**src/display_pkg.sv**
```systemverilog
// ####################
// display timing constants
// 720p60 frame layout and tmds symbol size
// ####################

package display_pkg;

    localparam int coord_w = 12;            // screen coordinate width

    // horizontal timing in pixels
    localparam int h_res   = 1280;          // active pixels
    localparam int h_fp    = 110;           // front porch
    localparam int h_sync  = 40;            // sync pulse
    localparam int h_bp    = 220;           // back porch
    localparam int h_total = 1650;          // full line incl blanking

    // vertical timing in lines
    localparam int v_res   = 720;           // active lines
    localparam int v_fp    = 5;             // front porch
    localparam int v_sync  = 5;             // sync pulse
    localparam int v_bp    = 20;            // back porch
    localparam int v_total = 750;           // full frame incl blanking

    localparam bit sync_active_high = 1'b1; // 720p uses positive sync

    localparam int symbol_w = 10;           // one tmds character

endpackage

```
**src/pong_pkg.sv**
```systemverilog
// ####################
// game object constants
// ball geometry, motion and colour depth
// ####################

package pong_pkg;

    localparam int ball_size = 16;      // side of square ball in pixels

    // step per frame, same on both axes for now
    localparam int ball_speed_x = 2;
    localparam int ball_speed_y = 2;

    // position after reset, top left corner
    localparam int ball_start_x = 0;
    localparam int ball_start_y = 0;

    localparam int colour_w = 8;        // bits per colour channel

endpackage

```
**src/display_timing.sv**
```systemverilog
// ####################
// display timing generator
// pixel and line counters with registered sync, de and frame pulse
// ####################
`timescale 1ns/1ps

module display_timing (
    input  logic                            clk_pix,
    input  logic                            arst_n,
    output logic [display_pkg::coord_w-1:0] sx,      // pixel in line
    output logic [display_pkg::coord_w-1:0] sy,      // line in frame
    output logic                            hsync,
    output logic                            vsync,
    output logic                            de,      // active video
    output logic                            animate  // start of vblank
);

    localparam int cw = display_pkg::coord_w;

    // sync windows and wrap points from the porch values
    localparam logic [cw-1:0] hs_start = cw'(display_pkg::h_res + display_pkg::h_fp);
    localparam logic [cw-1:0] hs_end   = cw'(hs_start + display_pkg::h_sync);
    localparam logic [cw-1:0] h_last   = cw'(hs_end + display_pkg::h_bp - 1);
    localparam logic [cw-1:0] vs_start = cw'(display_pkg::v_res + display_pkg::v_fp);
    localparam logic [cw-1:0] vs_end   = cw'(vs_start + display_pkg::v_sync);
    localparam logic [cw-1:0] v_last   = cw'(vs_end + display_pkg::v_bp - 1);

    logic [cw-1:0] sx_next;
    logic [cw-1:0] sy_next;
    logic          hs_next;
    logic          vs_next;
    logic          de_next;
    logic          an_next;

    // decode on the next counter value so outputs line up with sx/sy
    always_comb begin
        sx_next = (sx == h_last) ? '0 : sx + 1'b1;
        sy_next = sy;
        if (sx == h_last) begin
            sy_next = (sy == v_last) ? '0 : sy + 1'b1;  // new line
        end
        hs_next = ((sx_next >= hs_start) && (sx_next < hs_end)) ^ !display_pkg::sync_active_high;
        vs_next = ((sy_next >= vs_start) && (sy_next < vs_end)) ^ !display_pkg::sync_active_high;
        de_next = (sx_next < display_pkg::h_res) && (sy_next < display_pkg::v_res);
        an_next = (sx_next == '0) && (sy_next == display_pkg::v_res);
    end

    always_ff @(posedge clk_pix or negedge arst_n) begin
        if (!arst_n) begin
            sx      <= '0;
            sy      <= '0;
            hsync   <= !display_pkg::sync_active_high;  // idle level
            vsync   <= !display_pkg::sync_active_high;
            de      <= 1'b1;                             // pixel 0,0 is active
            animate <= 1'b0;
        end else begin
            sx      <= sx_next;
            sy      <= sy_next;
            hsync   <= hs_next;
            vsync   <= vs_next;
            de      <= de_next;
            animate <= an_next;
        end
    end

    // counters never leave the blanked frame
    a_sx_range: assert property (@(posedge clk_pix) disable iff (!arst_n)
        (sx < display_pkg::h_total) && (sy < display_pkg::v_total));

    // one frame pulse per frame
    a_animate_single: assert property (@(posedge clk_pix) disable iff (!arst_n)
        animate |=> !animate);

endmodule

```
**src/ball_motion.sv**
```systemverilog
// ####################
// ball motion
// steps the ball once per frame, bounces off edges
// ####################
`timescale 1ns/1ps

module ball_motion (
    input  logic                            clk_pix,
    input  logic                            arst_n,
    input  logic                            animate,  // once per frame
    output logic [display_pkg::coord_w-1:0] bx,       // ball left edge
    output logic [display_pkg::coord_w-1:0] by        // ball top edge
);

    localparam int cw = display_pkg::coord_w;

    localparam logic [cw-1:0] spx  = cw'(pong_pkg::ball_speed_x);
    localparam logic [cw-1:0] spy  = cw'(pong_pkg::ball_speed_y);
    // last position that still leaves room for a full step
    localparam logic [cw-1:0] x_hi =
        cw'(display_pkg::h_res - pong_pkg::ball_speed_x - pong_pkg::ball_size);
    localparam logic [cw-1:0] y_hi =
        cw'(display_pkg::v_res - pong_pkg::ball_speed_y - pong_pkg::ball_size);

    logic dx;  // 1 moves left
    logic dy;  // 1 moves up

    always_ff @(posedge clk_pix or negedge arst_n) begin
        if (!arst_n) begin
            bx <= cw'(pong_pkg::ball_start_x);
            by <= cw'(pong_pkg::ball_start_y);
            dx <= 1'b0;
            dy <= 1'b0;
        end else if (animate) begin
            if (bx >= x_hi) begin           // right edge
                dx <= 1'b1;
                bx <= bx - spx;
            end else if (bx < spx) begin    // left edge
                dx <= 1'b0;
                bx <= bx + spx;
            end else begin
                bx <= dx ? bx - spx : bx + spx;
            end

            if (by >= y_hi) begin           // bottom edge
                dy <= 1'b1;
                by <= by - spy;
            end else if (by < spy) begin    // top edge
                dy <= 1'b0;
                by <= by + spy;
            end else begin
                by <= dy ? by - spy : by + spy;
            end
        end
    end

    // bounce keeps the whole square on screen, frame after frame
    a_ball_on_screen: assert property (@(posedge clk_pix) disable iff (!arst_n)
        (bx + pong_pkg::ball_size <= display_pkg::h_res) &&
        (by + pong_pkg::ball_size <= display_pkg::v_res));

endmodule

```
**src/pixel_render.sv**
```systemverilog
// ####################
// pixel renderer
// white ball on black, syncs delayed to match colour
// ####################
`timescale 1ns/1ps

module pixel_render (
    input  logic                             clk_pix,
    input  logic                             arst_n,
    input  logic [display_pkg::coord_w-1:0]  sx,
    input  logic [display_pkg::coord_w-1:0]  sy,
    input  logic                             hsync,
    input  logic                             vsync,
    input  logic                             de,
    input  logic [display_pkg::coord_w-1:0]  bx,
    input  logic [display_pkg::coord_w-1:0]  by,
    output logic [pong_pkg::colour_w-1:0]    red,
    output logic [pong_pkg::colour_w-1:0]    green,
    output logic [pong_pkg::colour_w-1:0]    blue,
    output logic                             hsync_d,  // aligned with colour
    output logic                             vsync_d,
    output logic                             de_d
);

    localparam logic [display_pkg::coord_w-1:0] bsz = display_pkg::coord_w'(pong_pkg::ball_size);

    logic hit;  // current pixel inside ball

    always_comb begin
        hit = (sx >= bx) && (sx < bx + bsz) && (sy >= by) && (sy < by + bsz);
    end

    always_ff @(posedge clk_pix or negedge arst_n) begin
        if (!arst_n) begin
            red     <= '0;
            green   <= '0;
            blue    <= '0;
            hsync_d <= !display_pkg::sync_active_high;
            vsync_d <= !display_pkg::sync_active_high;
            de_d    <= 1'b0;
        end else begin
            red     <= (de && hit) ? '1 : '0;  // black in blanking
            green   <= (de && hit) ? '1 : '0;
            blue    <= (de && hit) ? '1 : '0;
            hsync_d <= hsync;
            vsync_d <= vsync;
            de_d    <= de;
        end
    end

endmodule

```
**src/tmds_encoder.sv**
```systemverilog
// ####################
// tmds encoder
// 8b/10b dvi coding on three channels, one cycle latency
// ####################
`timescale 1ns/1ps

module tmds_encoder (
    input  logic                             clk_pix,
    input  logic                             arst_n,
    input  logic [pong_pkg::colour_w-1:0]    red,
    input  logic [pong_pkg::colour_w-1:0]    green,
    input  logic [pong_pkg::colour_w-1:0]    blue,
    input  logic                             hsync,
    input  logic                             vsync,
    input  logic                             de,
    output logic [display_pkg::symbol_w-1:0] tmds_ch0,  // blue + syncs
    output logic [display_pkg::symbol_w-1:0] tmds_ch1,  // green
    output logic [display_pkg::symbol_w-1:0] tmds_ch2   // red
);

    localparam int cw = pong_pkg::colour_w;

    // control period characters, index is {c1, c0}
    function automatic logic [display_pkg::symbol_w-1:0] ctrl_sym(input logic [1:0] ctl);
        case (ctl)
            2'b00:   ctrl_sym = 10'b1101010100;
            2'b01:   ctrl_sym = 10'b0010101011;
            2'b10:   ctrl_sym = 10'b0101010100;
            default: ctrl_sym = 10'b1010101011;
        endcase
    endfunction

    for (genvar c = 0; c < 3; c++) begin : g_ch
        logic [cw-1:0]                   d;         // channel pixel byte
        logic [1:0]                      ct;        // channel control bits
        logic [3:0]                      n1_d;      // ones in input
        logic [3:0]                      n1_q;      // ones in q_m low byte
        logic                            use_xnor;
        logic [cw:0]                     q_m;       // transition minimised
        logic signed [5:0]               bal;       // ones minus zeros of q_m
        logic signed [5:0]               disp;      // running disparity
        logic [display_pkg::symbol_w-1:0] sym;

        assign d  = (c == 0) ? blue : (c == 1) ? green : red;
        assign ct = (c == 0) ? {vsync, hsync} : 2'b00;  // ch1/ch2 ctrl tied low

        always_comb begin
            n1_d     = 4'($countones(d));
            use_xnor = (n1_d > 4'd4) || ((n1_d == 4'd4) && !d[0]);
            q_m[0]   = d[0];
            for (int i = 1; i < cw; i++) begin
                q_m[i] = use_xnor ? ~(q_m[i-1] ^ d[i]) : (q_m[i-1] ^ d[i]);
            end
            q_m[cw]  = !use_xnor;  // records which chain was used
            n1_q     = 4'($countones(q_m[cw-1:0]));
            bal      = $signed({1'b0, n1_q, 1'b0}) - 6'sd8;
        end

        always_ff @(posedge clk_pix or negedge arst_n) begin
            if (!arst_n) begin
                sym  <= ctrl_sym(2'b00);  // syncs inactive
                disp <= '0;
            end else if (!de) begin
                sym  <= ctrl_sym(ct);
                disp <= '0;               // blanking restarts balance
            end else if ((disp == 0) || (bal == 0)) begin
                sym  <= {~q_m[cw], q_m[cw], q_m[cw] ? q_m[cw-1:0] : ~q_m[cw-1:0]};
                disp <= q_m[cw] ? disp + bal : disp - bal;
            end else if (((disp > 0) && (bal > 0)) || ((disp < 0) && (bal < 0))) begin
                // invert to pull back toward zero
                sym  <= {1'b1, q_m[cw], ~q_m[cw-1:0]};
                disp <= disp - bal + (q_m[cw] ? 6'sd2 : 6'sd0);
            end else begin
                sym  <= {1'b0, q_m[cw], q_m[cw-1:0]};
                disp <= disp + bal - (q_m[cw] ? 6'sd0 : 6'sd2);
            end
        end

        // dc balance bounded while a line is being sent
        a_disp_bound: assert property (@(posedge clk_pix) disable iff (!arst_n)
            de |=> ((disp >= -6'sd8) && (disp <= 6'sd8)));
    end

    assign tmds_ch0 = g_ch[0].sym;
    assign tmds_ch1 = g_ch[1].sym;
    assign tmds_ch2 = g_ch[2].sym;

endmodule

```
**src/pong_top.sv**
```systemverilog
// ####################
// bouncing ball video core
// timing, motion, render and tmds encode at 720p
// ####################
`timescale 1ns/1ps

module pong_top (
    input  logic                             clk_pix,
    input  logic                             arst_n,
    output logic [display_pkg::symbol_w-1:0] tmds_ch0,
    output logic [display_pkg::symbol_w-1:0] tmds_ch1,
    output logic [display_pkg::symbol_w-1:0] tmds_ch2
);

    logic [display_pkg::coord_w-1:0] sx;
    logic [display_pkg::coord_w-1:0] sy;
    logic                            hsync;
    logic                            vsync;
    logic                            de;
    logic                            animate;   // frame tick for motion
    logic [display_pkg::coord_w-1:0] bx;
    logic [display_pkg::coord_w-1:0] by;
    logic [pong_pkg::colour_w-1:0]   red;
    logic [pong_pkg::colour_w-1:0]   green;
    logic [pong_pkg::colour_w-1:0]   blue;
    logic                            hsync_d;   // one stage behind counters
    logic                            vsync_d;
    logic                            de_d;

    display_timing i_display_timing (
        .clk_pix (clk_pix),
        .arst_n  (arst_n),
        .sx      (sx),
        .sy      (sy),
        .hsync   (hsync),
        .vsync   (vsync),
        .de      (de),
        .animate (animate)
    );

    ball_motion i_ball_motion (
        .clk_pix (clk_pix),
        .arst_n  (arst_n),
        .animate (animate),
        .bx      (bx),
        .by      (by)
    );

    pixel_render i_pixel_render (
        .clk_pix (clk_pix),
        .arst_n  (arst_n),
        .sx      (sx),
        .sy      (sy),
        .hsync   (hsync),
        .vsync   (vsync),
        .de      (de),
        .bx      (bx),
        .by      (by),
        .red     (red),
        .green   (green),
        .blue    (blue),
        .hsync_d (hsync_d),
        .vsync_d (vsync_d),
        .de_d    (de_d)
    );

    // second pipeline stage, symbols land two cycles after sx/sy
    tmds_encoder i_tmds_encoder (
        .clk_pix  (clk_pix),
        .arst_n   (arst_n),
        .red      (red),
        .green    (green),
        .blue     (blue),
        .hsync    (hsync_d),
        .vsync    (vsync_d),
        .de       (de_d),
        .tmds_ch0 (tmds_ch0),
        .tmds_ch1 (tmds_ch1),
        .tmds_ch2 (tmds_ch2)
    );

endmodule

```
**config.mk**
```make
export PLATFORM = sky130hd
export DESIGN_NAME = pong_top
export DESIGN_NICKNAME = d
export VERILOG_FILES = /design/src/display_pkg.sv /design/src/pong_pkg.sv /design/src/display_timing.sv /design/src/ball_motion.sv /design/src/pixel_render.sv /design/src/tmds_encoder.sv /design/src/pong_top.sv
export SDC_FILE = /design/constraint.sdc
export NUM_CORES = 1
export LEC_CHECK = 0
export ABC_AREA = 1
export BUFFER_PORTS_ARGS = -buffer_cell sky130_fd_sc_hd__buf_2
export CORE_MARGIN = 1.5
export CORE_UTILIZATION = 50
export DETAILED_ROUTE_END_ITERATION = 10
export GPL_TIMING_DRIVEN = 0
export PLACE_DENSITY = 0.76
export REMOVE_ABC_BUFFERS = 1
export SYNTH_ARGS = -nofsm -noshare
export SYNTH_HDL_FRONTEND = slang
export SYNTH_SLANG_ARGS = --single-unit
export TNS_END_PERCENT = 30
```
**constraint.sdc**
```tcl
create_clock -name clk_pix -period 5.1 [get_ports clk_pix]
set_clock_uncertainty 0.2 [all_clocks]
set_input_delay 0.765 -clock clk_pix [delete_from_list [all_inputs] [get_ports clk_pix]]
set_output_delay 0.765 -clock clk_pix [all_outputs]
set_load 0.01 [all_outputs]
```
==> impl_metrics.csv, run 1 <==
group,metric,value,unit
job,cap_violations,0,
synth,synth-edff-count,0,
synth,yosysSeqAreaShare,0.285,
cells_and_area,diodes,0,
synth,synth_commonest_cells,"nand2_1, inv_1, dfrtp_1",
synth,synth_cell_types,51,
synth,syn_avg_cell_area,7.35,sq um
floorplan,dieHeight,123,um
synth,netlist.area_leader.share,0.252,
grt,grt_pass1_vias,5879,
floorplan,io_pins,32,
worst_setup_path,required,5.17,ns
synth,synth_top_family_by_area,"simple AND/OR/NAND/NOR gates",
floorplan,dieArea,0.0152,sq mm
clock_network,cts_buffer_depth,2,
power,ir_drop,0.150,mV
timing,timing_hold_violations_final,0,
synth,async_flop_share,1.00,
detailed_routing,wl,15100,um
floorplan,core_area,0.0140,sq mm
synth,syn_inst,985,
cells_and_area,fin_nets,1069,
synth,synth_fa_ha_area_frac,0.138,
timing,relSlewSlack,0.327,
clock_network,htreeDepth,3,
clock_network,cts-buffers-inserted,9,
synth,synth_area,0.00724,sq mm
synth,yosys.cell_count.top_type,"nand2_1",
cells_and_area,utilization,0.552,
synth,muxShareOfSynthArea,0,
clock_network,cts_tree,"built",
clock_network,cts_num_sinks,82,
status,status,"finished clean",
synth,ys_seq_elements,82,
clock_network,clkLatencyLatePin,0.35,ns
detailed_routing,first_pass_iters,5,
clock_network,postCtsSetupBuffers,0,
detailed_routing,final_antenna_net_count,0,
power,powerDensity,178,mW/mm^2
place,place_congestion,0.924,
clock_network,ctsHoldBuffers,0,
timing,setup-tns-final,0,ns
cells_and_area,area_growth,6.64,%
floorplan,die_w,123,um
synth,synth_ff_type,"dfrtp_1",
timing,rsz0062_at_grt,"false",
cells_and_area,final_layout_size_suffix_gt1_frac,0.118,
synth,synthSimpleGateAreaFrac,0.314,
grt,grt_max_degree,51,
synth,synth_warnings,0,
timing,max_freq,0.365,GHz
worst_setup_path,crit_arrival,2.81,ns
synth,synthXorXnorAreaFrac,0.0678,
timing,period_needed,2.74,ns
detailed_routing,via_count,6199,
detailed_routing,initialDrtViolationCount,384,
floorplan,core.rowCount,43,
worst_setup_path,path_max_fanout,9,
timing,worst_pin_slew,1.01,ns
power,p_total,1.38,mW
detailed_routing,wl_per_cell,12.9,um
timing,setup_viol,0,
power,p_leak,4.06,nW
worst_setup_path,start_kind,"flop",
timing,whs,0.150,ns
synth,yosysTopAreaCell,"dfrtp_1",
detailed_routing,via_per_inst,5.27,
worst_hold_path,hp-class,"flop to flop",
place,port_buffers,31,
floorplan,start_util,0.517,
worst_setup_path,crit_type,"flop to flop",
grt,grt-ovfl-total,0,
clock_network,path_clk_slew,0.06,ns
detailed_routing,drc,0,
grt,track_usage,0.220,
clock_network,cts_resized,0,
worst_setup_path,end_kind,"flop",
grt,antenna_found_initial,0,
timing,post-route-period-util,0.537,
place,place_inst,1160,
synth,synth.area.top_cells,"dfrtp_1, nand2_1, ha_1",
grt,grt_pass1_wl,26700,um
clock_network,root_buffer,"clkbuf_16",
timing,slew_viol_final,0,
synth,synth_compound_area_frac,0.0859,
cells_and_area,final_cells,1176,
place,dp_hpwl,11300,um
## power by group
part	internal, mW	total [mW]	switching, mW
Combinational	0.00270	0.0153	0.0125
Sequential	0.651	0.651	0
Clock	0.441	0.710	0.270
Total	1.09	1.38	0.282
## cells by family after synthesis
| group | Yosys count |
|---|---|
| xor+xnor | 56 |
| simple gates | 483 |
| compound gates | 107 |
| flops | 82 |
| buf+inv | 181 |
| fa+ha+maj | 76 |
## critical path: stages (launching register included)
cell      delay (ns)
dfrtp_1         0.43
clkinv_1        0.30
nor2_1          0.23
nand2_1         0.11
nor3_1          0.22
xor2_1          0.19
ha_1            0.28
a21oi_1         0.14
o21a_1          0.13
o21ai_0         0.07
nor2_1          0.14
nand4_1         0.12
nor2_1          0.11
## worst paths after layout
kind / start / depth (start not counted) / slack [ns] / end
max: i_ball_motion.bx[4]$_DFFE_PN0P_ / 12 / 2.36 / i_pixel_render.red[6]$_DFF_PN0_
min: i_display_timing.hsync$_DFF_PN0_ / 0 / 0.15 / i_pixel_render.hsync_d$_DFF_PN0_
max reg2reg: i_ball_motion.bx[4]$_DFFE_PN0P_ / 12 / 2.36 / i_pixel_render.red[6]$_DFF_PN0_
min reg2reg: i_display_timing.hsync$_DFF_PN0_ / 0 / 0.15 / i_pixel_render.hsync_d$_DFF_PN0_
max in group asynchronous: arst_n / 2 / 3.90 / i_display_timing.de$_DFF_PN1_
min in group asynchronous: arst_n / 1 / 0.16 / i_tmds_encoder.g_ch[1].disp[4]$_DFF_PN0_
## flip-flops by register name, indices dropped and copies added, names as in the netlist
| register | cells |
|---|---|
| i_tmds_encoder.tmds_ch2 | 3 |
| i_ball_motion.by | 11 |
| i_display_timing.de | 1 |
| i_ball_motion.bx | 11 |
| i_ball_motion.dy | 1 |
| i_pixel_render.de_d | 1 |
| i_display_timing.sx | 12 |
| i_display_timing.vsync | 1 |
| i_pixel_render.vsync_d | 1 |
| i_display_timing.animate | 1 |
| i_ball_motion.dx | 1 |
| i_tmds_encoder.tmds_ch0 | 4 |
| i_display_timing.sy | 12 |
| i_pixel_render.red | 1 |
| i_tmds_encoder.g_ch.disp | 15 |
| i_pixel_render.hsync_d | 1 |
| i_display_timing.hsync | 1 |
| i_tmds_encoder.tmds_ch1 | 4 |
## cell usage in the layout (no fill, tap or decap), drive strengths merged, types with 2 or more instances in the layout
cell type and instances:
xnor2 6, o21a 5, nor3 27, o21ai 50, a31oi 3, clkinv 9
o211ai 3, o21bai 2, fa 6, nor2 80, a21oi 35, dfstp 9
nand4 24, nand3b 6, or2 3, dfrtp 73, ha 70, nand2 256
inv 137, nor4 5, xor2 50, nand3 79, clkbuf 11, buf 32
bufinv 2, a211oi 4
## metrics by stage
| step | setup WS, ns | instance area (sq um) |
|---|---|---|
| 2_1_floorplan | 2.81 | 6990 |
| 3_3_place_gp | 2.37 | 7370 |
| 3_5_place_dp | 2.40 | 7400 |
| 4_1_cts | 2.38 | 7720 |
| 5_1_grt | 2.05 | 7720 |
| 6_report | 2.36 | 7720 |
## per-layer routing
| metal | global-route usage | share of wire | vias to the layer above |
|---|---|---|---|
| met5 | 0 | 0 | - |
| met4 | 0.0948 | 0.024 | 0 |
| met3 | 0.0341 | 0.043 | 27 |
| met2 | 0.361 | 0.46 | 152 |
| met1 | 0.288 | 0.47 | 2837 |
| li1 | - | - | 3183 |
## area by class of cell
| class | instances | area, sq um |
|---|---|---|
| sequential | 82 | 2060 |
| inverter | 144 | 542 |
| tap | 180 | 225 |
| timing repair buffer | 32 | 185 |
| fill | 1336 | 6270 |
| multi-input combinational | 722 | 4380 |
| clock inverter | 5 | 77.6 |
| clock buffer | 11 | 243 |
(Power assumes the default switching activity.)
==> run 2: changes to the inputs <==
--- a/config.mk
+++ b/config.mk
@@ -5,7 +5,7 @@
 export SDC_FILE = /design/constraint.sdc
 export NUM_CORES = 1
 export LEC_CHECK = 0
-export ABC_AREA = 1
+export ABC_AREA = 0
 export BUFFER_PORTS_ARGS = -buffer_cell sky130_fd_sc_hd__buf_2
 export CORE_MARGIN = 1.5
 export CORE_UTILIZATION = 50
==> constraint.sdc (replaced) <==
create_clock -name clk_pix -period 2.75 [get_ports clk_pix]
set_clock_uncertainty 0.2 [all_clocks]
set_input_delay 0.4125 -clock clk_pix [delete_from_list [all_inputs] [get_ports clk_pix]]
set_output_delay 0.4125 -clock clk_pix [all_outputs]
set_load 0.01 [all_outputs]
==> impl_metrics.csv, run 2 <==
group,metric,value,unit
cells_and_area,largest_reg_flops,15,
status,status,"finished, violations left",
synth,synth-edff-count,0,
synth,async_flop_share,1.00,
grt,grt_pass1_vias,5206,
clock_network,cts_num_sinks,82,
synth,yosysSeqAreaShare,0.326,
worst_setup_path,crit_arrival,2.92,ns
worst_setup_path,required,2.78,ns
cells_and_area,fin_nets,810,
power,ir_drop,0.385,mV
cells_and_area,final_common_cell,"ha_1",
timing,timing_hold_violations_final,0,
timing,whs,0.148,ns
clock_network,cts_buffer_depth,2,
timing,period_needed,2.89,ns
synth,synth_commonest_cells,"dfrtp_1, ha_1, nand2_1, xnor2_1, inv_1",
timing,post-route-worst-setup-slack,-0.138,ns
clock_network,clkLatencyLatePin,0.36,ns
floorplan,start_util,0.520,
cells_and_area,final_cell_mix,"ha_1, dfrtp_1, nand2_1",
detailed_routing,wl,15400,um
power,powerDensity,319,mW/mm^2
cells_and_area,utilization,0.602,
cells_and_area,nFillCells,1020,
synth,synth_area,0.00633,sq mm
timing,relSlewSlack,0.435,
clock_network,path_clk_slew,0.06,ns
synth,synth_ff_type,"dfrtp_1",
timing,setup_viol,3,
worst_setup_path,path_max_fanout,3,
synth,synth.area.top_cells,"dfrtp_1, ha_1, xnor2_1",
cells_and_area,final_layout_size_suffix_gt1_frac,0.210,
place,dp_hpwl,9860,um
synth,ys_seq_elements,82,
cells_and_area,final_cells,905,
detailed_routing,drc,0,
timing,slew_viol_final,0,
synth,synth_cell_types,69,
detailed_routing,wl_per_cell,17.0,um
timing,post-route-period-util,1.05,
clock_network,root_buffer,"clkbuf_16",
cells_and_area,max_flop_register,"i_tmds_encoder.g_ch.disp",
place,port_buffers,31,
timing,worst_pin_slew,0.841,ns
worst_setup_path,start_kind,"flop",
timing,max_freq,0.346,GHz
synth,syn_inst,693,
grt,grt_pass1_wl,24600,um
floorplan,core_area,0.0122,sq mm
grt,antenna_found_initial,0,
floorplan,dieHeight,115,um
worst_setup_path,crit_type,"flop to flop",
cells_and_area,diodes,0,
clock_network,cts-buffers-inserted,9,
power,p_leak,3.13,nW
status,violations,"negative setup slack",
grt,track_usage,0.232,
timing,rsz0062_at_grt,"true",
synth,syn_avg_cell_area,9.13,sq um
floorplan,die_w,115,um
place,place_inst,852,
floorplan,core.rowCount,40,
synth,yosys.cell_count.top_type,"dfrtp_1",
floorplan,io_pins,32,
detailed_routing,initialDrtViolationCount,393,
clock_network,htreeDepth,3,
synth,synth_warnings,0,
place,placed_cell_area,0.00648,sq mm
floorplan,dieArea,0.0133,sq mm
clock_network,cts_tree,"built",
place,place_congestion,0.863,
place,place_ws,-0.886,ns
grt,grt-ovfl-total,0,
cells_and_area,final_cell_area,0.00732,sq mm
power,p_total,2.34,mW
detailed_routing,via_per_inst,5.93,
synth,netlist.area_leader.share,0.289,
grt,grt_max_degree,63,
worst_setup_path,end_kind,"flop",
job,cap_violations,0,
detailed_routing,via_count,5368,
worst_hold_path,hp-class,"flop to flop",
cells_and_area,largest_registers,"i_tmds_encoder.g_ch.disp: 15 flops, i_display_timing.sx: 12 flops, i_display_timing.sy: 12 flops",
synth,yosysTopAreaCell,"dfrtp_1",
detailed_routing,first_pass_iters,5,
timing,setup-tns-final,-0.368,ns
detailed_routing,final_antenna_net_count,0,
cells_and_area,area_growth,15.7,%
==> run 2: kinds of logic (layout without fill, tap and decap cells) <==
kind of cell,Yosys count,count (layout),share of synthesized area
DFF,82,82,0.326
buffers and inverters,90,132,0.0670
and+or+nand+nor,248,250,0.211
AOI/OAI and AO/OA,121,121,0.130
muxes,11,11,0.0178
xor gates and xnor gates,65,65,0.0900
adders and majority gates,76,76,0.157
==> run 2: area by class of cell <==
class | instances | area [sq um] | share of cell area
multi-input cells | 523 | 4110 | 0.562
repair buffers | 67 | 470 | 0.0643
clock inverters | 4 | 20.0 | 0.00274
well taps | 168 | 210 | 0.0287
flip-flops and latches | 82 | 2080 | 0.284
clock buffers | 12 | 236 | 0.0323
inverters | 49 | 193 | 0.0263
==> run 2: power breakdown <==
part	total (mW)	switching, mW	internal, mW
Clock	1.10	0.493	0.606
Combinational	0.0299	0.0240	0.00594
Sequential	1.21	0	1.21
==> run 2: metal layers <==
metal  global-route usage  part of all wire  vias to the layer above
li1                     -                 -                     2526
met4                0.100             0.023                        0
met2                0.401              0.52                      216
met5                    0                 0                        -
met3               0.0476             0.054                       46
met1                0.282              0.40                     2580
==> run 2: path summary, 6_finish.rpt <==
path / startpoint / to / slack (ns) / cells after the start
max in group asynchronous: arst_n / i_display_timing.de$_DFF_PN1_ / 1.40 / 3
min in group asynchronous: arst_n / i_ball_motion.bx[10]$_DFFE_PN0P_ / 0.30 / 2
max reg2reg: i_display_timing.sx[1]$_DFF_PN0_ / i_display_timing.animate$_DFF_PN0_ / -0.14 / 10
min reg2reg: i_display_timing.vsync$_DFF_PN0_ / i_pixel_render.vsync_d$_DFF_PN0_ / 0.15 / 0
min: i_display_timing.vsync$_DFF_PN0_ / i_pixel_render.vsync_d$_DFF_PN0_ / 0.15 / 0
max: i_display_timing.sx[1]$_DFF_PN0_ / i_display_timing.animate$_DFF_PN0_ / -0.14 / 10
==> run 2: timing repair <==
item / 4_1_cts / 5_1_grt
endpoints found under the setup margin: 41 / 25
buffers inserted: 18 / 16
hold endpoints to repair: 20 / 0
gates resized for setup: 24 / 47
pin swaps: 8 / 16
gates cloned: 2 / 0
hold buffers: 1 / 0
==> run 2: worst max-delay path, stage by stage, from the launching register on <==
cell	delay, ns
dfrtp_1	0.39
inv_2	0.08
ha_4	0.12
or4b_4	0.49
nor4_4	0.36
buf_4	0.19
buf_4	0.12
nand2_1	0.08
nor3_2	0.22
o311ai_4	0.17
nor4_2	0.35
==> run 3: changes to the inputs <==
--- a/config.mk
+++ b/config.mk
@@ -7,10 +7,10 @@
 export LEC_CHECK = 0
 export ABC_AREA = 0
 export BUFFER_PORTS_ARGS = -buffer_cell sky130_fd_sc_hd__buf_2
-export CORE_MARGIN = 1.5
 export CORE_UTILIZATION = 50
 export DETAILED_ROUTE_END_ITERATION = 10
 export GPL_TIMING_DRIVEN = 0
+export MAX_ROUTING_LAYER = met4
 export PLACE_DENSITY = 0.76
 export REMOVE_ABC_BUFFERS = 1
 export SYNTH_ARGS = -nofsm -noshare
==> impl_metrics.csv, run 3 (synthesis gave the netlist of run 2 again) <==
group,metric,value,unit
worst_setup_path,crit_type,"flop to flop",
floorplan,dieArea,0.0131,sq mm
floorplan,io_pins,32,
power,p_comb_frac,0.012,
detailed_routing,drc,0,
worst_setup_path,path_max_fanout,6,
detailed_routing,initialDrtViolationCount,327,
clock_network,cts_tree,"built",
cells_and_area,final_cell_mix,"ha_1, dfrtp_1, nand2_1",
timing,max_freq,0.365,GHz
place,place_ws,-0.847,ns
clock_network,cts_buffer_depth,2,
cells_and_area,largest_registers,"i_tmds_encoder.g_ch.disp: 15 flops, i_display_timing.sx: 12 flops, i_display_timing.sy: 12 flops",
timing,setup_viol,0,
job,cap_violations,0,
timing,period_needed,2.74,ns
power,p_seq_frac,0.509,
power,p_total,2.37,mW
clock_network,root_buffer,"clkbuf_16",
detailed_routing,wl_per_cell,16.0,um
cells_and_area,max_flop_register,"i_tmds_encoder.g_ch.disp",
detailed_routing,first_pass_iters,5,
worst_hold_path,hp-class,"flop to flop",
place,dp_hpwl,9830,um
power,p_leak,3.00,nW
grt,grt_max_degree,62,
detailed_routing,wl,14300,um
power,clkPwrFrac,0.479,
clock_network,cts-buffers-inserted,9,
grt,grt_pass1_wl,23800,um
floorplan,die_w,114,um
timing,rsz0062_at_grt,"true",
clock_network,cts_num_sinks,82,
worst_setup_path,start_kind,"flop",
floorplan,core.rowCount,40,
place,port_buffers,31,
cells_and_area,final_common_cell,"ha_1",
power,p_sw,0.524,mW
floorplan,dieHeight,114,um
grt,grt_pass1_vias,5057,
worst_setup_path,crit_arrival,2.79,ns
worst_setup_path,end_kind,"flop",
place,place_congestion,0.938,
power,swShare,0.221,
detailed_routing,via_count,5239,
cells_and_area,fin_nets,797,
grt,grt-ovfl-total,0,
power,powerDensity,332,mW/mm^2
timing,slew_viol_final,0,
timing,post-route-worst-setup-slack,0.0134,ns
timing,post-route-period-util,0.995,
floorplan,core_area,0.0122,sq mm
power,internal_power,1.85,mW
cells_and_area,final_cells,892,
cells_and_area,area_growth,13.0,%
timing,worst_pin_slew,0.772,ns
detailed_routing,final_antenna_net_count,0,
detailed_routing,via_per_inst,5.87,
power,ir_drop,0.334,mV
clock_network,htreeDepth,3,
floorplan,start_util,0.520,
clock_network,clkLatencyLatePin,0.35,ns
grt,antenna_found_initial,0,
place,place_inst,852,
cells_and_area,final_layout_size_suffix_gt1_frac,0.191,
timing,relSlewSlack,0.483,
status,status,"finished clean",
worst_setup_path,required,2.80,ns
grt,track_usage,0.237,
timing,timing_hold_violations_final,0,
cells_and_area,diodes,0,
clock_network,path_clk_slew,0.06,ns
cells_and_area,largest_reg_flops,15,
[run 3: changes by cell type in the layout (fill, tap and decap cells not counted), sizes merged]
cell / change
buf: -12
clkbuf: -2
clkinvlp: +1
inv: +1
or3b: -1
[run 3: path summary, 6_finish.rpt]
path                            slack, ns  cells past startpoint                              from                                    to
max in group asynchronous            1.40                      3                            arst_n  i_tmds_encoder.tmds_ch0[9]$_DFF_PN1_
worst max register to register       0.01                     11   i_ball_motion.by[8]$_DFFE_PN0P_       i_pixel_render.red[6]$_DFF_PN0_
worst max-delay path                 0.01                     11   i_ball_motion.by[8]$_DFFE_PN0P_       i_pixel_render.red[6]$_DFF_PN0_
min in group asynchronous            0.31                      2                            arst_n       i_ball_motion.bx[6]$_DFFE_PN0P_
worst min register to register       0.15                      0  i_display_timing.vsync$_DFF_PN0_      i_pixel_render.vsync_d$_DFF_PN0_
worst min-delay path                 0.15                      0  i_display_timing.vsync$_DFF_PN0_      i_pixel_render.vsync_d$_DFF_PN0_
[run 3: timing repair]
action	in CTS	in global routing
setup endpoints to repair	38	23
buffers inserted	13	9
cloned	1	0
hold buffers	1	0
pin swaps	6	4
hold endpoints to repair	21	0
resized for setup	22	29
[run 3: power groups by stage]
| stage | Clock [mW] | Sequential, mW | Combinational (mW) |
|---|---|---|---|
| finish | 1.14 | 1.21 | 0.0294 |
| floorplan | 0 | 1.23 | 0.00000159 |
| global placement | 0 | 1.23 | 0.0246 |
| CTS | 1.16 | 1.21 | 0.0319 |
| global route | 1.21 | 1.21 | 0.0355 |
| detailed placement | 0 | 1.23 | 0.0308 |
[run 3: metrics by stage]
stage | util | hold slack (ns) | area [sq um] | setup TNS, ns
finish | 0.588 | 0.152 | 7150 | 0
global route | 0.588 | 0.162 | 7150 | -0.304
CTS | 0.574 | 0.152 | 6980 | -0.0272
detailed placement | 0.533 | 0.138 | 6480 | -10.98
global placement | 0.530 | 0.136 | 6450 | -8.84
floorplan | - | -0.0831 | 6090 | -0.916
[run 3: final cells by class]
cell class                      count  area, sq um
Fill cell                        1029         5010
Timing Repair Buffer               55          384
Sequential cell                    82         2070
Clock inverter                      6         42.5
Inverter                           49          186
Tap cell                          168          210
Clock buffer                       10          239
Multi-Input combinational cell    522         4010
[run 3: metal layers]
metal  part of all wire  routed length, um  track usage
met2               0.50               7200        0.394
met4              0.020                285       0.0719
met1               0.43               6080        0.289
met5                  0                  0            -
met3              0.052                747       0.0535
[run 3: critical path, stage by stage, from the launching register on]
cell     delay, ns
dfrtp_2       0.41
inv_1         0.11
nor3_2        0.33
and3_4        0.25
and3_1        0.17
xnor2_1       0.12
ha_1          0.28
and3_1        0.20
a31oi_1       0.15
nand4_1       0.12
nor2_2        0.13
nor4b_4       0.19
